## src/pti_pkg.sv

```systemverilog
// types and register codes shared by the byte-wide USB FIFO bridge
// one clock domain only, the chip pins are sampled on wb_clk_i
`default_nettype none

package pti_pkg;

  // ====================
  // data types
  // ====================

  // one chip data byte
  typedef logic [7:0] byte_t;

  // one wishbone data word
  typedef logic [63:0] word_t;

  // width of every fifo occupancy count
  localparam int CNT_W = 16;

  // one wishbone request as seen by the slave, 72 bits
  typedef struct packed {
    logic       cyc;
    logic       stb;
    logic       we;
    // only bits 4:3 are decoded
    logic [4:0] adr;
    word_t      dat;
  } wb_req_t;

  // status word at address 00, zero-extended onto the bus
  // tx_busy lands in bit 0, rx_count in the top field
  typedef struct packed {
    logic [CNT_W-1:0] rx_count;
    logic [CNT_W-1:0] tx_count;
    logic             rx_empty;
    logic             tx_full;
    logic             tx_busy;
  } status_t;

  // ====================
  // read address codes on adr[4:3]
  // ====================
  localparam logic [1:0] REG_STATUS   = 2'b00;
  localparam logic [1:0] REG_RX_COUNT = 2'b01;
  localparam logic [1:0] REG_RX_DATA  = 2'b10;

endpackage

`default_nettype wire

```

## src/pti_fifo.sv

```systemverilog
// push only while not full and pop only while empty is low
// DEPTH must stay below 2**CNT_W
`timescale 1ns/1ns
`default_nettype none

module pti_fifo #(
  parameter type payload_t = pti_pkg::byte_t,
  parameter int  DEPTH     = 16
) (
  input  logic                     wb_clk_i,
  input  logic                     rst_i,
  input  logic                     push_i,
  input  payload_t                 push_data_i,
  input  logic                     pop_i,
  output payload_t                 pop_data_o,
  output logic [pti_pkg::CNT_W-1:0] count_o,
  output logic                     full_o,
  output logic                     empty_o
);

  // pointer width, at least one bit for a single entry
  localparam int AW = (DEPTH > 1) ? $clog2(DEPTH) : 1;
  // last slot index, pointers wrap after it
  localparam logic [AW-1:0] LAST = AW'(DEPTH - 1);
  // occupancy value that means full
  localparam logic [pti_pkg::CNT_W-1:0] DEPTH_CNT = DEPTH[pti_pkg::CNT_W-1:0];

  // storage
  payload_t mem [0:DEPTH-1];

  logic [AW-1:0]             wr_ptr_q;
  logic [AW-1:0]             rd_ptr_q;
  logic [pti_pkg::CNT_W-1:0] count_q;

  // ====================
  // pointers and count
  // ====================
  always_ff @(posedge wb_clk_i) begin
    if (rst_i) begin
      wr_ptr_q <= '0;
      rd_ptr_q <= '0;
      count_q  <= '0;
    end else begin
      if (push_i) begin
        wr_ptr_q <= (wr_ptr_q == LAST) ? '0 : wr_ptr_q + 1'b1;
      end
      if (pop_i) begin
        rd_ptr_q <= (rd_ptr_q == LAST) ? '0 : rd_ptr_q + 1'b1;
      end
      // simultaneous push and pop leave the count alone
      if (push_i && !pop_i) begin
        count_q <= count_q + 1'b1;
      end else if (pop_i && !push_i) begin
        count_q <= count_q - 1'b1;
      end
    end
  end

  // write port
  always_ff @(posedge wb_clk_i) begin
    if (push_i) begin
      mem[wr_ptr_q] <= push_data_i;
    end
  end

  // head entry shows without a pop
  assign pop_data_o = mem[rd_ptr_q];

  assign count_o = count_q;
  assign full_o  = (count_q == DEPTH_CNT);
  assign empty_o = (count_q == '0);

  // ====================
  // checks
  // ====================
  // the pusher must watch full, the popper must watch empty
  a_no_push_full: assert property (@(posedge wb_clk_i) disable iff (rst_i)
    push_i |-> !full_o);
  a_no_pop_empty: assert property (@(posedge wb_clk_i) disable iff (rst_i)
    pop_i |-> !empty_o);

endmodule

`default_nettype wire

```

## src/pti_port_ctrl.sv

```systemverilog
// receive wins over transmit; one rx byte spends four cycles off IDLE
// send-immediate is not used, siwu_no stays high
`timescale 1ns/1ns
`default_nettype none

module pti_port_ctrl (
  input  logic           wb_clk_i,
  input  logic           rst_i,
  // chip pins
  input  logic           rxf_ni,
  input  logic           txe_ni,
  input  pti_pkg::byte_t dat_i,
  output logic           rd_no,
  output logic           wr_no,
  output logic           oe_no,
  output logic           siwu_no,
  output pti_pkg::byte_t dat_o,
  // rx fifo write side
  output logic           rx_push_o,
  output pti_pkg::byte_t rx_data_o,
  input  logic           rx_full_i,
  // tx fifo read side
  output logic           tx_pop_o,
  input  pti_pkg::word_t tx_data_i,
  input  logic           tx_empty_i,
  output logic           tx_busy_o
);

  typedef enum logic [2:0] {
    IDLE,
    RD_OE,
    RD_STROBE,
    RD_CAPTURE,
    OE_OFF,
    WR_STROBE
  } state_e;

  state_e         state_q;
  pti_pkg::word_t shift_q;
  logic [2:0]     byte_cnt_q;
  logic           tx_busy_q;
  logic           rx_req;
  logic           tx_load;

  // chip has data and there is room for it
  // rxf_ni is ignored while the rx fifo is full
  assign rx_req = !rxf_ni && !rx_full_i;

  // fetch the next word once the shift register is drained
  assign tx_load  = !tx_busy_q && !tx_empty_i;
  assign tx_pop_o = tx_load;

  assign tx_busy_o = tx_busy_q;
  // low byte of the shift register sits on the pins
  assign dat_o     = shift_q[7:0];
  assign siwu_no   = 1'b1;

  // ====================
  // pin sequencer
  // ====================
  always_ff @(posedge wb_clk_i) begin
    if (rst_i) begin
      state_q   <= IDLE;
      rd_no     <= 1'b1;
      wr_no     <= 1'b1;
      oe_no     <= 1'b1;
      rx_push_o <= 1'b0;
    end else begin
      // push is a single cycle strobe
      rx_push_o <= 1'b0;
      case (state_q)
        IDLE: begin
          if (rx_req) begin
            // chip drives the bus first
            oe_no   <= 1'b0;
            state_q <= RD_OE;
          end else if (tx_busy_q && !txe_ni) begin
            wr_no   <= 1'b0;
            state_q <= WR_STROBE;
          end
        end
        RD_OE: begin
          rd_no   <= 1'b0;
          state_q <= RD_STROBE;
        end
        RD_STROBE: begin
          // byte is valid now, release the strobe and push it
          rd_no     <= 1'b1;
          rx_push_o <= 1'b1;
          state_q   <= RD_CAPTURE;
        end
        RD_CAPTURE: begin
          oe_no   <= 1'b1;
          state_q <= OE_OFF;
        end
        OE_OFF: begin
          state_q <= IDLE;
        end
        WR_STROBE: begin
          // one low cycle per byte
          wr_no   <= 1'b1;
          state_q <= IDLE;
        end
        default: begin
          state_q <= IDLE;
        end
      endcase
    end
  end

  // ====================
  // tx word serializer
  // ====================
  always_ff @(posedge wb_clk_i) begin
    if (rst_i) begin
      tx_busy_q  <= 1'b0;
      byte_cnt_q <= '0;
    end else if (tx_load) begin
      tx_busy_q  <= 1'b1;
      byte_cnt_q <= '0;
    end else if (state_q == WR_STROBE) begin
      byte_cnt_q <= byte_cnt_q + 3'd1;
      // eighth byte done
      if (byte_cnt_q == 3'd7) begin
        tx_busy_q <= 1'b0;
      end
    end
  end

  // data registers, lsb goes out first
  always_ff @(posedge wb_clk_i) begin
    if (tx_load) begin
      shift_q <= tx_data_i;
    end else if (state_q == WR_STROBE) begin
      shift_q <= {8'h00, shift_q[63:8]};
    end
    if (state_q == RD_STROBE) begin
      rx_data_o <= dat_i;
    end
  end

  // ====================
  // checks
  // ====================
  // the chip never sees both strobes at once
  a_strobe_excl: assert property (@(posedge wb_clk_i) disable iff (rst_i)
    !(!rd_no && !wr_no));

endmodule

`default_nettype wire

```

## src/pti_top.sv

```systemverilog
// usb fifo chip to 64-bit wishbone bridge, all on wb_clk_i
// rx is byte per read, tx is eight bytes per written word, lsb first
`timescale 1ns/1ns
`default_nettype none

module pti_top #(
  parameter int RX_DEPTH = 16,
  parameter int TX_DEPTH = 4
) (
  input  logic           wb_clk_i,
  input  logic           rst_i,
  // chip side
  input  logic           rxf_ni,
  input  logic           txe_ni,
  input  pti_pkg::byte_t dat_i,
  output logic           rd_no,
  output logic           wr_no,
  output logic           oe_no,
  output logic           siwu_no,
  output pti_pkg::byte_t dat_o,
  // wishbone side
  input  logic           cs_i,
  input  logic           wb_cyc_i,
  input  logic           wb_stb_i,
  input  logic           wb_we_i,
  input  logic [4:0]     wb_adr_i,
  input  pti_pkg::word_t wb_dat_i,
  output logic           wb_ack_o,
  output pti_pkg::word_t wb_dat_o
);

  // ====================
  // interconnect
  // ====================
  pti_pkg::wb_req_t          wb_req;

  // rx path, port controller to slave
  logic                      rx_push;
  pti_pkg::byte_t            rx_push_data;
  logic                      rx_pop;
  pti_pkg::byte_t            rx_pop_data;
  logic [pti_pkg::CNT_W-1:0] rx_count;
  logic                      rx_full;
  logic                      rx_empty;

  // tx path, slave to port controller
  logic                      tx_push;
  pti_pkg::word_t            tx_push_data;
  logic                      tx_pop;
  pti_pkg::word_t            tx_pop_data;
  logic [pti_pkg::CNT_W-1:0] tx_count;
  logic                      tx_full;
  logic                      tx_empty;
  logic                      tx_busy;

  // bus pins gathered into one request
  assign wb_req = '{
    cyc: wb_cyc_i,
    stb: wb_stb_i,
    we:  wb_we_i,
    adr: wb_adr_i,
    dat: wb_dat_i
  };

  pti_fifo #(
    .payload_t(pti_pkg::byte_t),
    .DEPTH    (RX_DEPTH)
  ) u_rx_fifo (
    .wb_clk_i   (wb_clk_i),
    .rst_i      (rst_i),
    .push_i     (rx_push),
    .push_data_i(rx_push_data),
    .pop_i      (rx_pop),
    .pop_data_o (rx_pop_data),
    .count_o    (rx_count),
    .full_o     (rx_full),
    .empty_o    (rx_empty)
  );

  pti_fifo #(
    .payload_t(pti_pkg::word_t),
    .DEPTH    (TX_DEPTH)
  ) u_tx_fifo (
    .wb_clk_i   (wb_clk_i),
    .rst_i      (rst_i),
    .push_i     (tx_push),
    .push_data_i(tx_push_data),
    .pop_i      (tx_pop),
    .pop_data_o (tx_pop_data),
    .count_o    (tx_count),
    .full_o     (tx_full),
    .empty_o    (tx_empty)
  );

  pti_port_ctrl u_port (
    .wb_clk_i  (wb_clk_i),
    .rst_i     (rst_i),
    .rxf_ni    (rxf_ni),
    .txe_ni    (txe_ni),
    .dat_i     (dat_i),
    .rd_no     (rd_no),
    .wr_no     (wr_no),
    .oe_no     (oe_no),
    .siwu_no   (siwu_no),
    .dat_o     (dat_o),
    .rx_push_o (rx_push),
    .rx_data_o (rx_push_data),
    .rx_full_i (rx_full),
    .tx_pop_o  (tx_pop),
    .tx_data_i (tx_pop_data),
    .tx_empty_i(tx_empty),
    .tx_busy_o (tx_busy)
  );

  pti_wb_slave u_wb (
    .wb_clk_i  (wb_clk_i),
    .rst_i     (rst_i),
    .cs_i      (cs_i),
    .wb_req_i  (wb_req),
    .wb_ack_o  (wb_ack_o),
    .wb_dat_o  (wb_dat_o),
    .rx_pop_o  (rx_pop),
    .rx_data_i (rx_pop_data),
    .rx_count_i(rx_count),
    .rx_empty_i(rx_empty),
    .tx_push_o (tx_push),
    .tx_data_o (tx_push_data),
    .tx_count_i(tx_count),
    .tx_full_i (tx_full),
    .tx_busy_i (tx_busy)
  );

endmodule

`default_nettype wire

```

## src/pti_wb_slave.sv

```systemverilog
// ack holds until stb drops; a write to a full tx fifo waits for space
// address 11 reads as zero
`timescale 1ns/1ns
`default_nettype none

module pti_wb_slave (
  input  logic                      wb_clk_i,
  input  logic                      rst_i,
  input  logic                      cs_i,
  input  pti_pkg::wb_req_t          wb_req_i,
  output logic                      wb_ack_o,
  output pti_pkg::word_t            wb_dat_o,
  // rx fifo read side
  output logic                      rx_pop_o,
  input  pti_pkg::byte_t            rx_data_i,
  input  logic [pti_pkg::CNT_W-1:0] rx_count_i,
  input  logic                      rx_empty_i,
  // tx fifo write side
  output logic                      tx_push_o,
  output pti_pkg::word_t            tx_data_o,
  input  logic [pti_pkg::CNT_W-1:0] tx_count_i,
  input  logic                      tx_full_i,
  input  logic                      tx_busy_i
);

  logic              active;
  logic              wr_done_q;
  logic              rd_done_q;
  logic              rd_accept;
  logic [1:0]        reg_sel;
  pti_pkg::status_t  status;
  pti_pkg::word_t    rd_word;

  // bus cycle addressed to us
  assign active  = cs_i && wb_req_i.cyc && wb_req_i.stb;
  assign reg_sel = wb_req_i.adr[4:3];

  // ====================
  // push and pop strobes
  // ====================
  // one push per bus cycle, retried while the fifo is full
  assign tx_push_o = active && wb_req_i.we && !wr_done_q && !tx_full_i;
  assign tx_data_o = wb_req_i.dat;

  // first clock of a read cycle
  assign rd_accept = active && !wb_req_i.we && !rd_done_q;
  // empty fifo is not popped
  assign rx_pop_o  = rd_accept && (reg_sel == pti_pkg::REG_RX_DATA) && !rx_empty_i;

  // ====================
  // read data
  // ====================
  assign status = '{
    rx_count: rx_count_i,
    tx_count: tx_count_i,
    rx_empty: rx_empty_i,
    tx_full:  tx_full_i,
    tx_busy:  tx_busy_i
  };

  always_comb begin
    case (reg_sel)
      pti_pkg::REG_STATUS:   rd_word = pti_pkg::word_t'(status);
      pti_pkg::REG_RX_COUNT: rd_word = pti_pkg::word_t'(rx_count_i);
      // head byte is the one being popped
      pti_pkg::REG_RX_DATA:  rd_word = rx_empty_i ? '0 : pti_pkg::word_t'(rx_data_i);
      default:               rd_word = '0;
    endcase
  end

  // ack and done flags
  always_ff @(posedge wb_clk_i) begin
    if (rst_i) begin
      wb_ack_o  <= 1'b0;
      wr_done_q <= 1'b0;
      rd_done_q <= 1'b0;
    end else if (!active) begin
      // cycle over, arm for the next one
      wb_ack_o  <= 1'b0;
      wr_done_q <= 1'b0;
      rd_done_q <= 1'b0;
    end else begin
      if (tx_push_o) begin
        wr_done_q <= 1'b1;
        wb_ack_o  <= 1'b1;
      end
      if (rd_accept) begin
        rd_done_q <= 1'b1;
        wb_ack_o  <= 1'b1;
      end
    end
  end

  // read data is sampled once, together with the rising ack
  always_ff @(posedge wb_clk_i) begin
    if (rd_accept) begin
      wb_dat_o <= rd_word;
    end
  end

  // ====================
  // checks
  // ====================
  // ack rises only in answer to a live request
  a_ack_in_cycle: assert property (@(posedge wb_clk_i) disable iff (rst_i)
    $rose(wb_ack_o) |-> $past(active));

endmodule

`default_nettype wire

```

## config.mk

```make
export PLATFORM = sky130hd
export DESIGN_NAME = pti_top
export DESIGN_NICKNAME = d
export VERILOG_FILES = /design/src/pti_pkg.sv /design/src/pti_fifo.sv /design/src/pti_port_ctrl.sv /design/src/pti_top.sv /design/src/pti_wb_slave.sv
export SDC_FILE = /design/constraint.sdc
export NUM_CORES = 1
export LEC_CHECK = 0
export BUFFER_PORTS_ARGS = -buffer_cell sky130_fd_sc_hd__buf_2
export CELL_PAD_IN_SITES_DETAIL_PLACEMENT = 0
export CELL_PAD_IN_SITES_GLOBAL_PLACEMENT = 1
export CORE_MARGIN = 2
export CORE_UTILIZATION = 47
export DETAILED_ROUTE_END_ITERATION = 8
export GPL_ROUTABILITY_DRIVEN = 0
export MAX_ROUTING_LAYER = met4
export PLACE_DENSITY = 0.84
export SYNTH_ARGS = -nofsm -noshare
export SYNTH_HDL_FRONTEND = slang
export SYNTH_SLANG_ARGS = --single-unit
```

## constraint.sdc

```tcl
create_clock -name wb_clk_i -period 5 [get_ports wb_clk_i]
set_input_delay 0.5 -clock wb_clk_i [delete_from_list [all_inputs] [get_ports wb_clk_i]]
set_output_delay 0.5 -clock wb_clk_i [all_outputs]
set_load 0.02 [all_outputs]
```

# After elaboration in Yosys (flattened, before gate mapping)
# Memory sizes are Yosys's and may differ from the RTL's. A register that Yosys moved wholly into a read port is not among the register bits.
# Cells that the tools add are included.
[word_totals] ff_bits=194 ramBits=384 in_bits=85 word_cells=130 mem_count=2
[classes] addsub=9 eq_ne=17 mux=35 bitwise_logic=1 n_reduce_logical=47
[memory_table] name="u_tx_fifo.mem" words=4 width=64 rd=1 rd_clocked_by_memory_dff=1 write_ports=1 line="pti_fifo.sv:29" source="payload_t mem [0:DEPTH-1];"
[memory_table] name="u_rx_fifo.mem" words=16 width=8 rd=1 rd_clocked_by_memory_dff=1 write_ports=1 line="pti_fifo.sv:29"
[op_table] operator="$pmux W64 S3" n=1
[op_table] operator="$mux W64" n=2
[op_table] operator="$mux W16" n=4
[op_table] operator="$add A16 B1 Y16 const B" n=2
[op_table] operator="$logic_not A16 Y1" n=2
[op_table] operator="$sub A16 B1 Y16 const B" n=2
[op_table] operator="$eq A16 B3 Y1 const B" n=1
[op_table] operator="$eq A16 B5 Y1 const B" n=1
[op_table] operator="$logic_and A1 B1 Y1" n=16
[op_table] operator="$mux W4" n=4
[op_table] operator="$reduce_bool A2 Y1" n=8
[op_table] operator="$logic_not A1 Y1" n=14
[op_table] operator="$mux W1" n=13
[op_table] operator="$pmux W3 S4" n=1
[op_table] operator="$add A4 B1 Y4 const B" n=2
[op_table] operator="$eq A4 B4 Y1 const B" n=2
[op_table] operator="$mux W2" n=4
[op_table] operator="$mux W8" n=1
[op_table] operator="$eq A2 B2 Y1 const B" n=3
[op_table] operator="$eq A3 B2 Y1 const B" n=2
[op_table] operator="$eq A3 B3 Y1 const B" n=2
[op_table] operator="$mux W3" n=2
[op_table] operator="$pmux W1 S2" n=3
[op_table] operator="$add A2 B1 Y2 const B" n=2
[op_table] operator="12 further kinds" n=15

# Logic depth before layout (Yosys ltp)
# Gate-level depths: netlist of run 1.
[logic_depth] word_depth=9 ltp_mapped=14 depth_no_buf=13

# Modules after synthesis
# A second synthesis of run 1 with hierarchy kept.
[unflattened] hier_cells=1381 area_unflattened_um2=23500.0
[modules_own_cells] mod="pti_fifo (u_tx_fifo)" instances=1 cells_each=547 area_each_um2=10882.9
[modules_own_cells] mod="pti_fifo (u_rx_fifo)" instances=1 cells_each=409 area_each_um2=6708.9
[modules_own_cells] mod="pti_port_ctrl" instances=1 cells_each=204 area_each_um2=3470.8
[modules_own_cells] mod="pti_wb_slave" instances=1 cells_each=221 area_each_um2=2437.3

# Least setup slack after synthesis of run 1
# OpenSTA, ideal clock, no wires.
[synth_timing] kind="input-to-reg" from="in wb_stb_i" to="reg u_rx_fifo.count_q (netlist bit u_rx_fifo.count_o[15])" arrival_time_ps=4996 path_slack_ps=-117 stages=12 n_path_buf=0 path_cell_list="nand3_1 > nor3_2 > nand3_1 > ha_1 > inv_1 > ha_1 > a211oi_2 > o21ai_1 > o21ai_0 > o2bb2ai_1 > mux2i_1 > mux2_2"
[synth_between] elab_chain_len=8 elab_cells_between_ends=10 classes_between="1 x mux; 9 x reduce/logical"
[synth_rtl] element="start: declaration" line="pti_top.sv:24" source="input logic wb_stb_i,"
[synth_rtl] element="$logic_and A1 B1 Y1 (*)" line="pti_wb_slave.sv:35" source="assign active = cs_i && wb_req_i.cyc && wb_req_i.stb;"
[synth_rtl] element="$logic_and A1 B1 Y1 (*) (2 in series)" line="pti_wb_slave.sv:46" source="assign rd_accept = active && !wb_req_i.we && !rd_done_q;"
[synth_rtl] element="via u_wb.rd_accept" line="pti_wb_slave.sv:29" source="logic rd_accept;"
[synth_rtl] element="$logic_and A1 B1 Y1 (*) (2 in series)" line="pti_wb_slave.sv:48" source="assign rx_pop_o = rd_accept && (reg_sel == pti_pkg::REG_RX_DATA) && !rx_empty_i;"
[synth_rtl] element="$logic_not A1 Y1" line="pti_fifo.sv:51" source="if (push_i && !pop_i) begin"
[synth_rtl] element="$logic_and A1 B1 Y1" line="pti_fifo.sv:51"
[synth_rtl] element="$mux W16 / $reduce_bool A2 Y1 (equally long branches)"
[synth_rtl] element="end signal: assignment" line="pti_fifo.sv:52" source="count_q <= count_q + 1'b1;"
[synth_rtl] element="end signal: assignment" line="pti_fifo.sv:54" source="count_q <= count_q - 1'b1;"
[synth_rtl] element="end: declaration" line="pti_fifo.sv:33" source="logic [pti_pkg::CNT_W-1:0] count_q;"
# Mark *: on every way through the listed nets, which the timed path passes. The rest lies on a longest branch.
# A chain may end at the register's enable or synchronous reset.

# Worst setup path after layout of run 1
[layout_timing] from="reg u_rx_fifo.count_q (netlist bit u_rx_fifo.count_o[15])" to="reg u_rx_fifo.count_q (netlist bit u_rx_fifo.count_o[14])"
[layout_between] elab_chain_len=6 elab_cells_between_ends=8 classes_between="1 x mux; 7 x reduce/logical"
[layout_rtl] element="$logic_not A16 Y1 (*)" line="pti_fifo.sv:71" source="assign empty_o = (count_q == '0);"
[layout_rtl] element="$logic_not A1 Y1 (*)" line="pti_wb_slave.sv:48"
[layout_rtl] element="$logic_and A1 B1 Y1 (*)" line="pti_wb_slave.sv:48"
[layout_rtl] element="$logic_not A1 Y1" line="pti_fifo.sv:51"
[layout_rtl] element="$logic_and A1 B1 Y1" line="pti_fifo.sv:51"
[layout_rtl] element="$mux W16 / $reduce_bool A2 Y1 (equally long branches)"
# Every way passes the cells marked *; elsewhere a longest branch is shown, timed or not.

==> run summary, run 1 <==
DR vias = 11,700
cell taking the most area after synthesis = edfxtp_1
met3 WL = 1910 um
drt first pass iters = 5
Placed Area = 0.0240 mm2
layout cells sized above 1 = 26.1%
Top FF cell, synth = edfxtp_1
DRC violations left = 0
fraction of registers with async set/reset = 0%
total power = 11,800 uW
Area growth, synth to finish = 12.0%
fin crit period = 4.02 ns
CTS sink count = 555
clk_lat worst skew = 0.61 ns
Num CTS Buffers = 54
slew margin rel. = 17.2%
Mapped Avg Cell Area = 17.3 um2
CP Buf/Inv Count = 2
DR iter-0 viols = 767
top layer in use = met4
remaining global-route overflow = 0
design area = 0.0257 mm2
Mapped Cells = 1,322
Die Wd = 225 um
CP Launch Type = flip-flop
VDD IR max = 0.000277 V
CORE AREA = 0.0479 mm2
gr usage total = 18.2%
top cell type's share of synthesized area = 64.3%
Final setup viols = 0
Cell Count Post-Placement = 2,017
worst hold slack = 0.0736 ns
Critical-path top delay cell = nor4_1
Synth warnings = 0
crit-path most repeated cell = o21ai_0
Final Cycle Share = 80.5%
Worst Tran Pin Value = 1.24 ns
count leader, synth = edfxtp_1
skew final = 0.0246 ns
status = completed
met2 wire length = 21,800 um
TritonCTS clock tree = yes
first-pass GRT wire length = 68,200 um
WL per Instance = 20.9 um
Detail Placement HPWL = 26,800 um
Pleak = 0.00878 uW
# Max-Cap Violations = 0
antenna violations before repair = 3
Layout Cells excl Fill = 2,118
WS Path Type = reg -> reg
root buffer cell = clkbuf_16
largest net degree at the start of global routing = 65
setup bufs post-CTS = 0
crit-path leading delay family = simple AND/OR/NAND/NOR gates
crit path cell chain = nor4_1 > and4_1 > nand2b_1 > nand3_1 > ha_1 > inv_1 > buf_4 > fa_1 > and3_1 > o21ai_0 > a21oi_1 > a311oi_1 > o21ai_0 > o311ai_0
power per cell area = 459 mW/mm2
Critical Path Max Stage Delay = 0.44 ns
HP Class = in -> reg
Longest Clk Path Bufs = 3
Layout Nets = 1,589
Worst EP required = 5.49 ns
vias in the first global route = 11,900
met1 WL = 19,500 um
Crit. End Element = flip-flop
mapped cell area = 0.0229 mm2
H-Tree Depth = 2
number of flops mapped to enable cells by yosys = 491
I/O Pins = 162
unique cell type count in the Yosys netlist = 72
Post-DRT Antenna Nets = 0
flops & latches, synth = 555
IO Port Bufs = 128
vias per inst = 5.52
full die area = 0.0505 mm2
CTS clk-pin slew, worst paths = 0.06 ns
die height = 225 um
Routed WL = 44,200 um
Hold Fails Final Rpt = 0
ranking of synthesized cells by area = edfxtp_1 (64%), mux4_2 (9.2%), dfxtp_1 (5.6%)
CTS Hold Buffers Added = 0
TNS Setup = 0 ns
worst path arrival time = 4.51 ns
post-cts sizing count = 0
Post-synth top cells = edfxtp_1 (491), mux4_2 (94), dfxtp_1 (64), mux2_2 (62), nor2_1 (62)
sequential area share after synthesis = 69.9%
Slew Viols, Final = 0
crit-path max FO = 12
Initial Util = 47.8%
Max Clk Rate = 249 MHz
standard-cell rows = 80
RSZ-0062 raised after global routing = false
## placed cells by master (no fill, tap or decap), drive strengths merged, types with 9 or more instances in the layout
| master | instances |
|---|---|
| edfxtp | 491 |
| buf | 146 |
| mux4 | 99 |
| clkbuf | 70 |
| dfxtp | 64 |
| mux2 | 63 |
| nor2 | 62 |
| a21oi | 54 |
| ha | 44 |
| nand2 | 44 |
| and2 | 44 |
| o21ai | 32 |
| conb | 30 |
| mux2i | 26 |
| clkinv | 25 |
| nor3 | 22 |
| inv | 21 |
| nor2b | 16 |
| nand3 | 11 |
| a21o | 11 |
| nor4 | 9 |
| o21a | 9 |
| xor2 | 9 |
## metrics by stage
| stage | setup WS [ns] | util [%] |
|---|---|---|
| 2_1_floorplan | 0.521 | - |
| 3_3_place_gp | 0.993 | 50.1 |
| 4_1_cts | 0.956 | 53.5 |
| 6_report | 0.977 | 53.5 |
| 5_1_grt | 0.616 | 53.5 |
| 3_5_place_dp | 0.956 | 50.1 |
## per-layer routing
metal	vias up	GRT usage (%)
met5	-	-
met4	0	5.08
met3	75	3.23
met2	257	29.3
met1	5929	24.0
li1	5423	-
## cell families (layout without fill, tap and decap cells)
family          after synthesis  in the layout  synth area share [%]
flops                       555            555                  69.9
simple gates                250            250                  5.77
mux                         188            188                  14.0
compound gates              151            151                  4.22
buf+inv                     114            264                  2.81
fa+ha+maj                    46             46                  2.58
xor+xnor                     16             16                 0.612
other cells                   2             33                0.0328
## registers in the layout, indices dropped and copies added, names as in the netlist, named ones only
signal,cells
u_port.tx_busy_o,1
u_port.byte_cnt_q,3
u_port.rx_data_o,8
u_port.oe_no,1
u_tx_fifo.count_o,16
u_port.rx_push_o,1
u_port.rd_no,1
u_port.shift_q,64
u_wb.wr_done_q,1
u_wb.wb_dat_o,35
u_wb.wb_ack_o,1
u_port.wr_no,1
u_rx_fifo.mem,128
u_tx_fifo.rd_ptr_q,2
u_rx_fifo.wr_ptr_q,4
u_wb.rd_done_q,1
u_rx_fifo.count_o,16
u_tx_fifo.mem,256
u_rx_fifo.rd_ptr_q,4
u_port.state_q,3
u_tx_fifo.wr_ptr_q,2
## power by group
group	leakage [uW]	internal, uW	switching [uW]
Combinational	0.00296	1050	1200
Sequential	0.00503	5540	255
Clock	0.000791	2070	1680
## layout make-up
type | instances | area (um2)
sequential | 555 | 16000
clock inverter | 28 | 194
fill | 3738 | 22300
tap | 615 | 769
multi-input combinational | 681 | 6380
inverter | 20 | 75.1
antenna | 3 | 7.51
timing repair buffer | 146 | 776
clock buffer | 70 | 1430
## final timing paths
kind                          from               endpoint  slack [ns]  cells after the start
max          u_rx_fifo.count_o[15]  u_rx_fifo.count_o[14]        0.98                     14
min                       dat_i[1]    u_port.rx_data_o[1]        0.07                      1
max reg2reg  u_rx_fifo.count_o[15]  u_rx_fifo.count_o[14]        0.98                     14
min reg2reg           u_port.wr_no           u_port.wr_no        0.45                      1
(Power assumes the default switching activity.)
==> run 2, diff against run 1 <==
--- a/config.mk
+++ b/config.mk
@@ -5,11 +5,12 @@
 export SDC_FILE = /design/constraint.sdc
 export NUM_CORES = 1
 export LEC_CHECK = 0
+export ABC_AREA = 1
 export BUFFER_PORTS_ARGS = -buffer_cell sky130_fd_sc_hd__buf_2
 export CELL_PAD_IN_SITES_DETAIL_PLACEMENT = 0
 export CELL_PAD_IN_SITES_GLOBAL_PLACEMENT = 1
 export CORE_MARGIN = 2
-export CORE_UTILIZATION = 47
+export CORE_UTILIZATION = 44
 export DETAILED_ROUTE_END_ITERATION = 8
 export GPL_ROUTABILITY_DRIVEN = 0
 export MAX_ROUTING_LAYER = met4
==> constraint.sdc (replaced) <==
create_clock -name wb_clk_i -period 3.6 [get_ports wb_clk_i]
set_input_delay 0.36 -clock wb_clk_i [delete_from_list [all_inputs] [get_ports wb_clk_i]]
set_output_delay 0.36 -clock wb_clk_i [all_outputs]
set_load 0.02 [all_outputs]
==> run summary, run 2 <==
Post-Synth Simple-Gate Area = 14.2%
Flop pwr share = 45.3%
largest net degree at the start of global routing = 121
Post-synth top cells = edfxtp_1 (491), nand2_1 (461), nor2_1 (236), inv_1 (230), o21ai_0 (162)
Layout Nets = 2,513
worst hold slack = 0.0691 ns
CP Launch Type = flip-flop
top cell type's share of synthesized area = 61.9%
crit-path max FO = 14
sequential area share after synthesis = 67.3%
mapped cell area = 0.0238 mm2
TritonCTS clock tree = yes
Post-Synth XOR/XNOR Area = 0.404%
root buffer cell = clkbuf_16
Area growth, synth to finish = 16.3%
standard-cell rows = 85
IO Port Bufs = 128
Mapped Avg Cell Area = 10.9 um2
clock power share = 35.6%
H-Tree Depth = 2
CORE AREA = 0.0537 mm2
Num CTS Buffers = 57
number of flops mapped to enable cells by yosys = 491
status = completed
Cell Count Post-Placement = 2,946
Worst EP required = 4.12 ns
Top FF cell, synth = edfxtp_1
Compound-Gate Fraction of Synth Area = 8.59%
slew margin rel. = 25.2%
RSZ-0062 raised after global routing = false
Layout Cells excl Fill = 3,128
Largest regs = u_tx_fifo.mem (256), u_rx_fifo.mem (128), u_port.shift_q (64)
HP Class = in -> reg
layout cells sized above 1 = 10.8%
gr usage total = 19.2%
flops & latches, synth = 555
Internal Power = 12,300 uW
WS Path Type = reg -> reg
DRC violations left = 0
DR iter-0 viols = 1,286
setup bufs post-CTS = 0
most frequent cells in the layout = edfxtp_1 (491), nand2_1 (460), nor2_1 (232)
fraction of registers with async set/reset = 0%
Longest Clk Path Bufs = 3
ranking of synthesized cells by area = edfxtp_1 (62%), nand2_1 (7.3%), dfxtp_1 (5.4%)
Biggest register = u_tx_fifo.mem
Final setup viols = 0
WL per Instance = 16.8 um
Worst Tran Pin Value = 1.12 ns
Synth warnings = 0
largest family of logic cells by synthesized area = simple AND/OR/NAND/NOR gates
Mapped Cells = 2,194
adder-cell share of the synthesized area = 2.48%
power per cell area = 621 mW/mm2
clk_lat worst skew = 0.62 ns
remaining global-route overflow = 0
CTS clk-pin slew, worst paths = 0.06 ns
skew final = 0.0117 ns
VDD IR max = 0.000511 V
fin crit period = 3.14 ns
Max Clk Rate = 318 MHz
Post-DRT Antenna Nets = 0
die height = 237 um
max reg flops = 256
drt first pass iters = 5
I/O Pins = 162
cell taking the most area after synthesis = edfxtp_1
switching share of power = 28.6%
count leader, synth = edfxtp_1
Crit. End Element = flip-flop
Pleak = 0.0108 uW
Detail Placement HPWL = 31,200 um
worst path arrival time = 3.66 ns
# Max-Cap Violations = 0
TNS Setup = 0 ns
Routed WL = 52,600 um
mux cell area share after synthesis = 0.0420%
Psw = 4930 uW
antenna violations before repair = 2
Die Wd = 237 um
power share of the combinational group = 19.0%
full die area = 0.0560 mm2
total power = 17,200 uW
Slew Viols, Final = 0
vias in the first global route = 15,600
most common cell after layout, fill and taps aside = edfxtp_1
Initial Util = 44.4%
Final Cycle Share = 87.3%
DR vias = 16,000
first-pass GRT wire length = 82,100 um
CTS sink count = 555
vias per inst = 5.12
Hold Fails Final Rpt = 0
unique cell type count in the Yosys netlist = 33
==> run 2: cell count changes after synthesis, sizes merged, moves of 26 or more <==
cell / before / now
a21oi: 54 / 80
and2: 44 / 0
inv: 20 / 239
mux2: 63 / 0
mux4: 99 / 0
nand2: 44 / 462
nand3: 11 / 114
nor2: 62 / 237
o211ai: 2 / 55
o21ai: 32 / 162
o22ai: 6 / 64
==> run 2: worst paths after layout <==
path | start | endpoint | slack (ns) | cells past startpoint
worst max-delay path | u_tx_fifo.count_o[8] | u_tx_fifo.count_o[13] | 0.46 | 19
worst min-delay path | txe_ni | u_port.wr_no | 0.07 | 5
worst max register to register | u_tx_fifo.count_o[8] | u_tx_fifo.count_o[13] | 0.46 | 19
worst min register to register | u_port.wr_no | u_port.wr_no | 0.46 | 2
==> run 2: through the flow <==
| step | instance area [um2] | setup slack [ns] | utilization, % |
|---|---|---|---|
| 2_1_floorplan | 23900 | -0.387 | - |
| 3_3_place_gp | 25000 | 0.501 | 46.6 |
| 3_5_place_dp | 25000 | 0.439 | 46.6 |
| 4_1_cts | 27700 | 0.429 | 51.6 |
| 5_1_grt | 27700 | 0.197 | 51.6 |
| 6_report | 27700 | 0.457 | 51.6 |
==> run 2: cell families (layout without fill, tap and decap cells) <==
logic type / Yosys count / count (layout)
simple gates: 845 / 845
fa+ha+maj: 46 / 46
buf+inv: 370 / 578
xor+xnor: 11 / 11
flops: 555 / 555
compound gates: 364 / 364
other cells: 2 / 32
mux: 1 / 1
==> run 2: layout make-up <==
cell class              instances  area [um2]
well taps                     696         871
inverters                     242         910
diodes                          2        5.00
repair buffers                229        1640
multi-input cells            1297        6280
flip-flops and latches        555       16000
fillers                      4530       26000
clock inverters                37         487
clock buffers                  70        1480
==> run 2: what timing repair did <==
item | 4_1_cts | 5_1_grt
hold endpoints to repair | 265 | 0
hold buffers | 73 | 0
resized for setup | 0 | 0
==> run 2: layer usage <==
layer	GRT usage [%]	share of wire, %
met2	32.2	49
met1	24.0	43
met5	-	0
met4	5.81	2.2
met3	3.04	5.8
==> run 2: power by group through the flow <==
stage | clock, uW | sequential, uW | combinational [uW]
3_3_place_gp | 0 | 7920 | 3150
6_report | 6130 | 7810 | 3280
4_1_cts | 6250 | 7810 | 3290
5_1_grt | 6500 | 7850 | 3760
2_1_floorplan | 0 | 7840 | 2480
3_5_place_dp | 0 | 7930 | 3210
==> run 2: critical path, stage by stage, from the launching register on <==
cell and delay (ns):
dfxtp_1 0.32, inv_1 0.15, nand4_1 0.10, nor2_1 0.33, nand2_1 0.11, nand2_1 0.10
inv_1 0.11, ha_1 0.28, inv_1 0.08, buf_4 0.21, ha_1 0.30, or2_2 0.33
nand3b_1 0.11, nand2_1 0.10, nand2_1 0.10, nand2_1 0.05, nand2_1 0.06, nand3_1 0.06
nand2_1 0.08, inv_1 0.03
